$ cat src/common/fetch_pkg.sv
package fetch_pkg;

    // address and data width
    localparam int XLEN = 64;
    // instruction width, no compressed support
    localparam int ILEN = 32;

    // request towards instruction memory
    // addr is always doubleword aligned
    typedef struct packed {
        logic [XLEN-1:0] addr;
        logic            epoch;
    } imem_req_t;

    // response from instruction memory, one full doubleword
    typedef struct packed {
        logic [XLEN-1:0] data;
    } imem_rsp_t;

    // pair handed to decode
    typedef struct packed {
        logic [XLEN-1:0] pc;
        logic [ILEN-1:0] instr;
    } fetch_instr_t;

    // source of the next pc, in priority order after none
    typedef enum logic [2:0] {
        CAUSE_NONE       = 3'd0,
        CAUSE_INTR       = 3'd1,
        CAUSE_JUMP       = 3'd2,
        CAUSE_TRAP_ENTER = 3'd3,
        CAUSE_TRAP_RET   = 3'd4
    } redirect_cause_e;

endpackage
$ cat src/hdl/fetch_top.sv
`timescale 1ns/1ps

module fetch_top import fetch_pkg::*; #(
    parameter logic [XLEN-1:0] RESET_PC        = 64'h0000_0000_8000_0000,
    parameter int              QUEUE_DEPTH     = 4,
    parameter int              MAX_OUTSTANDING = 4
) (
    input  logic            clk,
    input  logic            rst_n,
    // instruction memory request
    output logic            imem_req_valid_o,
    output imem_req_t       imem_req_o,
    input  logic            imem_req_ready_i,
    // instruction memory response
    input  logic            imem_rsp_valid_i,
    input  imem_rsp_t       imem_rsp_i,
    // decode side
    output logic            instr_valid_o,
    output fetch_instr_t    instr_o,
    input  logic            instr_ready_i,
    // redirects
    input  logic            intr_i,
    input  logic            jump_i,
    input  logic [XLEN-1:0] jump_pc_i,
    input  logic            trap_enter_i,
    input  logic            trap_ret_i,
    input  logic [XLEN-1:0] mtvec_i,
    input  logic [XLEN-1:0] mepc_i
);

    logic                             credit_ok;
    logic                             flush;
    logic [XLEN-1:0]                  req_pc;
    logic                             req_fire;
    logic                             push_valid;
    fetch_instr_t                     push_data;
    logic [$clog2(QUEUE_DEPTH+1)-1:0] queue_count;

    assign req_fire = imem_req_valid_o && imem_req_ready_i;

    fetch_pc_gen #(
        .RESET_PC (RESET_PC)
    ) u_pc_gen (
        .clk          (clk),
        .rst_n        (rst_n),
        .intr_i       (intr_i),
        .jump_i       (jump_i),
        .jump_pc_i    (jump_pc_i),
        .trap_enter_i (trap_enter_i),
        .trap_ret_i   (trap_ret_i),
        .mtvec_i      (mtvec_i),
        .mepc_i       (mepc_i),
        .credit_ok_i  (credit_ok),
        .req_ready_i  (imem_req_ready_i),
        .req_valid_o  (imem_req_valid_o),
        .req_o        (imem_req_o),
        .req_pc_o     (req_pc),
        .flush_o      (flush)
    );

    // the request epoch is also the current epoch
    fetch_resp_align #(
        .MAX_OUTSTANDING (MAX_OUTSTANDING),
        .QUEUE_DEPTH     (QUEUE_DEPTH)
    ) u_resp_align (
        .clk           (clk),
        .rst_n         (rst_n),
        .flush_i       (flush),
        .req_fire_i    (req_fire),
        .req_pc_i      (req_pc),
        .req_epoch_i   (imem_req_o.epoch),
        .cur_epoch_i   (imem_req_o.epoch),
        .rsp_valid_i   (imem_rsp_valid_i),
        .rsp_i         (imem_rsp_i),
        .queue_count_i (queue_count),
        .push_valid_o  (push_valid),
        .push_o        (push_data),
        .credit_ok_o   (credit_ok)
    );

    fetch_queue #(
        .DEPTH (QUEUE_DEPTH),
        .T     (fetch_instr_t)
    ) u_queue (
        .clk          (clk),
        .rst_n        (rst_n),
        .flush_i      (flush),
        .push_valid_i (push_valid),
        .push_data_i  (push_data),
        .pop_ready_i  (instr_ready_i),
        .pop_valid_o  (instr_valid_o),
        .pop_data_o   (instr_o),
        .count_o      (queue_count)
    );

endmodule

$ cat src/hdl/fetch_resp_align.sv
`timescale 1ns/1ps

module fetch_resp_align import fetch_pkg::*; #(
    parameter int MAX_OUTSTANDING = 4,
    parameter int QUEUE_DEPTH     = 4
) (
    input  logic                               clk,
    input  logic                               rst_n,
    input  logic                               flush_i,
    input  logic                               req_fire_i,
    input  logic [XLEN-1:0]                    req_pc_i,
    input  logic                               req_epoch_i,
    input  logic                               cur_epoch_i,
    input  logic                               rsp_valid_i,
    input  imem_rsp_t                          rsp_i,
    input  logic [$clog2(QUEUE_DEPTH+1)-1:0]   queue_count_i,
    output logic                               push_valid_o,
    output fetch_instr_t                       push_o,
    output logic                               credit_ok_o
);

    localparam int PTR_W = (MAX_OUTSTANDING > 1) ? $clog2(MAX_OUTSTANDING) : 1;
    localparam int CNT_W = $clog2(MAX_OUTSTANDING + 1);
    localparam int SUM_W = $clog2(MAX_OUTSTANDING + QUEUE_DEPTH + 2);

    typedef struct packed {
        logic [XLEN-1:0] pc;
        logic            epoch;
    } tag_t;

    tag_t                       tags_q [MAX_OUTSTANDING];
    logic [MAX_OUTSTANDING-1:0] live_q;
    logic [PTR_W-1:0]           wr_ptr_q;
    logic [PTR_W-1:0]           rd_ptr_q;
    logic [CNT_W-1:0]           tag_cnt_q;
    tag_t                       head;
    logic                       rsp_keep;
    logic [ILEN-1:0]            half;
    logic [SUM_W-1:0]           in_use;

    assign head = tags_q[rd_ptr_q];

    // epoch catches a single redirect
    // live bits also cover back-to-back redirects where the epoch wraps
    assign rsp_keep = rsp_valid_i && live_q[rd_ptr_q] && (head.epoch == cur_epoch_i) && !flush_i;
    assign half     = head.pc[2] ? rsp_i.data[63:32] : rsp_i.data[31:0];

    // tag fifo bookkeeping, every response pops one tag
    always_ff @(posedge clk or negedge rst_n) begin
        if (!rst_n) begin
            wr_ptr_q  <= '0;
            rd_ptr_q  <= '0;
            tag_cnt_q <= '0;
            live_q    <= '0;
        end else begin
            if (req_fire_i) begin
                wr_ptr_q <= (wr_ptr_q == PTR_W'(MAX_OUTSTANDING - 1)) ? '0 : wr_ptr_q + 1'b1;
            end
            if (rsp_valid_i) begin
                rd_ptr_q <= (rd_ptr_q == PTR_W'(MAX_OUTSTANDING - 1)) ? '0 : rd_ptr_q + 1'b1;
            end
            tag_cnt_q <= tag_cnt_q + CNT_W'(req_fire_i) - CNT_W'(rsp_valid_i);
            // a request issued at the flush edge is already stale
            if (flush_i) begin
                live_q <= '0;
            end else if (req_fire_i) begin
                live_q[wr_ptr_q] <= 1'b1;
            end
        end
    end

    always_ff @(posedge clk) begin
        if (req_fire_i) begin
            tags_q[wr_ptr_q] <= '{pc: req_pc_i, epoch: req_epoch_i};
        end
    end

    // one register stage before the queue
    always_ff @(posedge clk or negedge rst_n) begin
        if (!rst_n) begin
            push_valid_o <= 1'b0;
        end else begin
            push_valid_o <= rsp_keep;
        end
    end

    always_ff @(posedge clk) begin
        if (rsp_keep) begin
            push_o <= '{pc: head.pc, instr: half};
        end
    end

    // in flight, in the push stage and queued must all fit in the queue
    assign in_use = SUM_W'(tag_cnt_q) + SUM_W'(push_valid_o) + SUM_W'(queue_count_i);
    assign credit_ok_o = (tag_cnt_q < CNT_W'(MAX_OUTSTANDING)) && (in_use < SUM_W'(QUEUE_DEPTH));

    a_rsp_has_tag: assert property (
        @(posedge clk) disable iff (!rst_n)
        rsp_valid_i |-> tag_cnt_q != '0
    ) else $error("response arrived with no request outstanding");

    a_tag_no_overflow: assert property (
        @(posedge clk) disable iff (!rst_n)
        req_fire_i && !rsp_valid_i |-> tag_cnt_q < CNT_W'(MAX_OUTSTANDING)
    ) else $error("tag fifo overflow");

endmodule

$ cat src/hdl/fetch_pc_gen.sv
`timescale 1ns/1ps

module fetch_pc_gen import fetch_pkg::*; #(
    parameter logic [XLEN-1:0] RESET_PC = 64'h0000_0000_8000_0000
) (
    input  logic            clk,
    input  logic            rst_n,
    input  logic            intr_i,
    input  logic            jump_i,
    input  logic [XLEN-1:0] jump_pc_i,
    input  logic            trap_enter_i,
    input  logic            trap_ret_i,
    input  logic [XLEN-1:0] mtvec_i,
    input  logic [XLEN-1:0] mepc_i,
    input  logic            credit_ok_i,
    input  logic            req_ready_i,
    output logic            req_valid_o,
    output imem_req_t       req_o,
    output logic [XLEN-1:0] req_pc_o,
    output logic            flush_o
);

    logic [XLEN-1:0] pc_q;
    logic            epoch_q;
    logic            run_q;
    logic            hold_q;
    logic [XLEN-1:0] target;
    redirect_cause_e cause;
    logic            req_fire;

    // fixed priority, interrupt wins over everything
    always_comb begin
        cause  = CAUSE_NONE;
        target = pc_q + XLEN'(4);
        if (intr_i) begin
            cause  = CAUSE_INTR;
            target = mtvec_i;
        end else if (jump_i) begin
            cause  = CAUSE_JUMP;
            target = jump_pc_i;
        end else if (trap_enter_i) begin
            cause  = CAUSE_TRAP_ENTER;
            target = mtvec_i;
        end else if (trap_ret_i) begin
            cause  = CAUSE_TRAP_RET;
            target = mepc_i;
        end
    end

    assign flush_o = (cause != CAUSE_NONE);

    // once raised, valid stays up until the handshake
    // credit taken at that point still covers the request
    assign req_valid_o = run_q && (credit_ok_i || hold_q);
    assign req_fire    = req_valid_o && req_ready_i;

    assign req_o.addr  = {pc_q[XLEN-1:3], 3'b000};
    assign req_o.epoch = epoch_q;
    assign req_pc_o    = pc_q;

    always_ff @(posedge clk or negedge rst_n) begin
        if (!rst_n) begin
            pc_q    <= RESET_PC;
            epoch_q <= 1'b0;
            run_q   <= 1'b0;
            hold_q  <= 1'b0;
        end else begin
            run_q  <= 1'b1;
            hold_q <= req_valid_o && !req_ready_i;
            if (flush_o) begin
                pc_q    <= target;
                epoch_q <= ~epoch_q;
            end else if (req_fire) begin
                pc_q <= target;
            end
        end
    end

    // a stalled request only changes when a redirect replaces it
    a_req_stable: assert property (
        @(posedge clk) disable iff (!rst_n)
        req_valid_o && !req_ready_i && !flush_o |=> req_valid_o && $stable(req_o)
    ) else $error("fetch request changed while stalled without redirect");

endmodule

$ cat src/fetch_queue/fetch_queue.sv
`timescale 1ns/1ps

module fetch_queue #(
    parameter int  DEPTH = 4,
    parameter type T     = logic [31:0]
) (
    input  logic                       clk,
    input  logic                       rst_n,
    input  logic                       flush_i,
    input  logic                       push_valid_i,
    input  T                           push_data_i,
    input  logic                       pop_ready_i,
    output logic                       pop_valid_o,
    output T                           pop_data_o,
    output logic [$clog2(DEPTH+1)-1:0] count_o
);

    localparam int PTR_W = (DEPTH > 1) ? $clog2(DEPTH) : 1;
    localparam int CNT_W = $clog2(DEPTH + 1);

    T                 mem_q [DEPTH];
    logic [PTR_W-1:0] wr_ptr_q;
    logic [PTR_W-1:0] rd_ptr_q;
    logic [CNT_W-1:0] count_q;
    logic             do_push;
    logic             do_pop;

    // push relies on the producer's credits, no ready towards it
    assign do_push = push_valid_i && !flush_i;
    assign do_pop  = pop_valid_o && pop_ready_i && !flush_i;

    assign pop_valid_o = (count_q != '0);
    assign pop_data_o  = mem_q[rd_ptr_q];
    assign count_o     = count_q;

    always_ff @(posedge clk or negedge rst_n) begin
        if (!rst_n) begin
            wr_ptr_q <= '0;
            rd_ptr_q <= '0;
            count_q  <= '0;
        end else if (flush_i) begin
            // flush drops everything including a push in the same cycle
            wr_ptr_q <= '0;
            rd_ptr_q <= '0;
            count_q  <= '0;
        end else begin
            if (do_push) begin
                wr_ptr_q <= (wr_ptr_q == PTR_W'(DEPTH - 1)) ? '0 : wr_ptr_q + 1'b1;
            end
            if (do_pop) begin
                rd_ptr_q <= (rd_ptr_q == PTR_W'(DEPTH - 1)) ? '0 : rd_ptr_q + 1'b1;
            end
            count_q <= count_q + CNT_W'(do_push) - CNT_W'(do_pop);
        end
    end

    // storage
    always_ff @(posedge clk) begin
        if (do_push) begin
            mem_q[wr_ptr_q] <= push_data_i;
        end
    end

    a_no_push_full: assert property (
        @(posedge clk) disable iff (!rst_n)
        push_valid_i |-> count_q < CNT_W'(DEPTH)
    ) else $error("push into full fetch queue");

endmodule

$ cat config.mk
export PLATFORM = sky130hd
export DESIGN_NAME = fetch_top
export DESIGN_NICKNAME = d
export VERILOG_FILES = /design/src/common/fetch_pkg.sv /design/src/hdl/fetch_top.sv /design/src/hdl/fetch_resp_align.sv /design/src/hdl/fetch_pc_gen.sv /design/src/fetch_queue/fetch_queue.sv
export SDC_FILE = /design/constraint.sdc
export NUM_CORES = 1
export LEC_CHECK = 0
export ABC_AREA = 1
export BUFFER_PORTS_ARGS = -buffer_cell sky130_fd_sc_hd__buf_2
export CORE_MARGIN = 3
export CORE_UTILIZATION = 65
export CTS_BUF_LIST = sky130_fd_sc_hd__clkbuf_4
export DETAILED_ROUTE_END_ITERATION = 10
export HOLD_SLACK_MARGIN = 0.1
export PLACE_DENSITY = 0.88
export SLEW_MARGIN = 20
export SYNTH_ARGS = -nofsm -noshare
export SYNTH_HDL_FRONTEND = slang
export SYNTH_SLANG_ARGS = --single-unit
$ cat constraint.sdc
create_clock -name clk -period 9.6 [get_ports clk]
set_clock_uncertainty 0.2 [all_clocks]
set_input_delay 0.96 -clock clk [delete_from_list [all_inputs] [get_ports clk]]
set_output_delay 0.96 -clock clk [all_outputs]
set_load 0.02 [all_outputs]
==> impl_metrics.tcl <==
set metrics [dict create \
    coreArea_mm2 0.0541 \
    status "complete, no violations" \
    netlist.top_cell.by_area "edfxtp_1" \
    drt-initial-drc-count 3571 \
    cts_tree "built" \
    clock_latency_ps 1040 \
    worst_pin_slew_ps 1270 \
    p_total_mw 8.56 \
    cts_resized 0 \
    worstPathRequired_ps 8440 \
    synthAdderAreaFrac_pct 0.741 \
    synth-compound-area-share_pct 10.9 \
    antenna_found_initial 4 \
    nets 4165 \
    power.density_mw_per_mm2 201 \
    postSynth.asyncResetShare_pct 10.4 \
    fin_setup_tns_ps 0 \
    grt_first_pass_wirelength_um 151000 \
    ys_seq_area_share_pct 68.1 \
    drc 0 \
    p_leak_nw 16.5 \
    r2r-start "u_resp_align.rd_ptr_q[1]" \
    numPortBuffers 424 \
    synth_edf_count 740 \
    syn_area_mm2 0.0358 \
    avgSynthCellArea_um2 11.0 \
    cap_viol_max_count 0 \
    synth_top_area_share_pct 62.0 \
    endpoint_kind "primary output" \
    gp_congestion 1.01 \
    wl_per_cell_um 21.3 \
    synth-main-ff-cell "edfxtp_1" \
    yosysUniqueCellTypes 53 \
    ys_top_cells_by_area "edfxtp_1 62%, nand2_1 6.5%, dfrtp_1 5.9%" \
    rsz0062_at_grt "false" \
    synth_xor_area_share_pct 0.220 \
    setup_viol 0 \
    syn_to_final_growth_pct 18.7 \
    hold_viol 0 \
    htree_num_levels 4 \
    synth_top_family_by_area "simple AND/OR/NAND/NOR gates" \
    drive_gt1_share_pct 20.9 \
    antenna_left 0 \
    synth-warning-count 0 \
    fin_area_mm2 0.0425 \
    initial_utilization_pct 66.2 \
    fp.dieW_um 241 \
    ctsRootBufferMaster "clkbuf_4" \
    fmax_mhz 193 \
    synthSimpleGateAreaFrac_pct 15.2 \
    slew_viol_final 0 \
    ctsLongestPathBuffers 3 \
    critPathKind "register to primary output" \
    via_count 28400 \
    nFillCells 3174 \
    first_pass_iters 7 \
    worstSetupStartpoint "u_queue.rd_ptr_q[0]" \
    setup_ws_ps 4420 \
    die_area_mm2 0.0579 \
    routed_wl_um 101000 \
    track_usage_pct 34.6 \
    clock-sinks 826 \
    fp.dieH_um 241 \
    hpwlAfterDp_um 61600 \
    row_count 85 \
    placed_area_mm2 0.0379 \
    post-place-ws_ps 4710 \
    ir_drop_v 0.000138 \
    cts_made_buffers 193 \
    hp-class "input pin to register" \
    post-route-period-util_pct 53.9 \
    first_global_vias 27400 \
    regToRegSetupSlack_ps 5620 \
    yosys-mux-area-fraction_pct 0 \
    gr-total-overflow 0 \
    hold_start "jump_pc_i[4]" \
    cts_setup_buffers 0 \
    slew_headroom_pct 14.8 \
    worstPathArrival_ps 4020 \
    io_pins 428 \
    grt_max_degree 116 \
    min_period_ps 5180 \
    synth_cells 3255 \
    ys_seq_elements 826 \
    path_clk_slew_ps 60 \
    viasPerCell 6.00 \
    start_kind "register" \
    crit_path_max_fanout 85 \
]
==> registers in the layout (all words and copies together) (netlist names) <==
signal	flops
u_pc_gen.req_pc_o	64
u_resp_align.tag_cnt_q	3
u_resp_align.rd_ptr_q	2
u_resp_align.live_q	4
u_queue.mem_q	384
u_queue.wr_ptr_q	2
u_queue.rd_ptr_q	2
u_pc_gen.epoch_q	1
u_resp_align.push_o	96
u_resp_align.push_valid_o	1
u_resp_align.tags_q	260
u_pc_gen.hold_q	1
u_pc_gen.run_q	1
u_resp_align.wr_ptr_q	2
u_queue.count_o	3
==> what timing repair did <==
action                     CTS  global route
hold buffers               206             0
hold endpoints to repair   125             0
setup endpoints to repair    0             0
==> critical path, cell delays in order (launching register included) <==
cell	delay, ps
dfrtp_4	780
inv_4	490
buf_16	310
buf_4	690
o21ai_0	190
o22ai_1	290
buf_2	230
==> final cells by class <==
cell class | count | area, um^2 | area share (%)
Antenna cell | 5 | 12.5 | 0.0294
Tap cell | 696 | 871 | 2.05
Inverter | 121 | 464 | 1.09
Timing Repair Buffer | 665 | 4490 | 10.6
Sequential cell | 826 | 24400 | 57.4
Clock buffer | 277 | 2080 | 4.89
Clock inverter | 75 | 422 | 0.992
Multi-Input combinational cell | 2073 | 9780 | 23.0
==> report_power, final <==
part	total [mW]	internal, mW	switching, mW
Combinational	1.46	0.515	0.945
Clock	2.82	1.44	1.38
Sequential	4.28	4.11	0.170
==> metrics by stage <==
step / hold WS (ps) / utilization [%] / cells
finish: 210 / 78.5 / 4738
global route: 127 / 78.5 / 4737
CTS: 110 / 78.4 / 4731
detailed placement: 276 / 70.0 / 4173
global placement: 268 / 70.0 / 4173
floorplan: 259 / - / 3257
==> logic make-up after synthesis <==
group                    Yosys count
AND/OR/NAND/NOR                 1333
flip-flops                       826
AO/OA/AOI/OAI                    707
buffers and inverters            358
adder cells (fa/ha/maj)           20
XOR/XNOR                           9
other                              2
==> cell usage after synthesis, types with 2 or more instances <==
| cell | count |
|---|---|
| edfxtp_1 | 740 |
| nand2_1 | 618 |
| nor2_1 | 534 |
| o21ai_0 | 379 |
| o22ai_1 | 167 |
| clkbuf_1 | 127 |
| inv_1 | 111 |
| dfrtp_1 | 85 |
| nand3_1 | 84 |
| buf_4 | 71 |
| a21oi_1 | 66 |
| o21ai_1 | 36 |
| nand4_1 | 21 |
| nor2_2 | 19 |
| ha_1 | 18 |
| buf_2 | 17 |
| or2_2 | 17 |
| nor3_1 | 14 |
| a221oi_1 | 12 |
| o211ai_1 | 12 |
| buf_1 | 11 |
| inv_2 | 8 |
| nor2_4 | 8 |
| a22o_1 | 7 |
| clkbuf_8 | 6 |
| nand2_2 | 6 |
| xor2_1 | 6 |
| a31oi_1 | 5 |
| o21bai_1 | 5 |
| a21o_1 | 4 |
| o21a_1 | 4 |
| buf_6 | 3 |
| nand2_4 | 3 |
| nand3_2 | 3 |
| xnor2_1 | 3 |
| a211oi_1 | 2 |
| conb_1 | 2 |
| fa_1 | 2 |
| nand3b_1 | 2 |
| nor2_8 | 2 |
| o311ai_0 | 2 |
| o31ai_1 | 2 |
==> worst paths after layout <==
check                                         end  cells past startpoint
max                                   instr_o[38]                      6
min                          u_pc_gen.req_pc_o[4]                      3
min in group asynchronous   u_pc_gen.req_pc_o[21]                      3
max reg2reg                u_resp_align.push_o[5]                      8
min reg2reg                   u_queue.mem_q[3][0]                      0
max in group asynchronous    u_pc_gen.req_pc_o[8]                      4
==> metal layers <==
layer / track usage, % / share of wire (%) / vias to the layer above
met3: 8.67 / 12 / 380
met4: 20.5 / 6.1 / 0
met1: 43.3 / 35 / 13200
li1: - / - / 12800
met5: 0 / 0 / -
met2: 55.2 / 47 / 2082
==> cells in the final DEF (no fill, tap or decap), drive strengths merged, types with 2 or more instances in the layout <==
cell / instances
o21bai: 5
dlygate4sd3: 206
nor2: 563
clkinvlp: 4
o31ai: 2
o22ai: 167
nand4: 21
a221oi: 12
nand3b: 2
conb: 4
o21a: 4
a22o: 7
or2: 17
a21oi: 66
o211ai: 12
fa: 2
clkinv: 65
a21o: 4
dfrtp: 85
a31oi: 5
o21ai: 415
diode: 5
buf: 459
xnor2: 3
ha: 18
xor2: 6
nand3: 87
o311ai: 3
inv: 123
nor3: 15
bufinv: 4
nand2: 627
edfxtp: 740
a211oi: 2
clkbuf: 277
No activity file was read; power rests on OpenSTA's default activity.
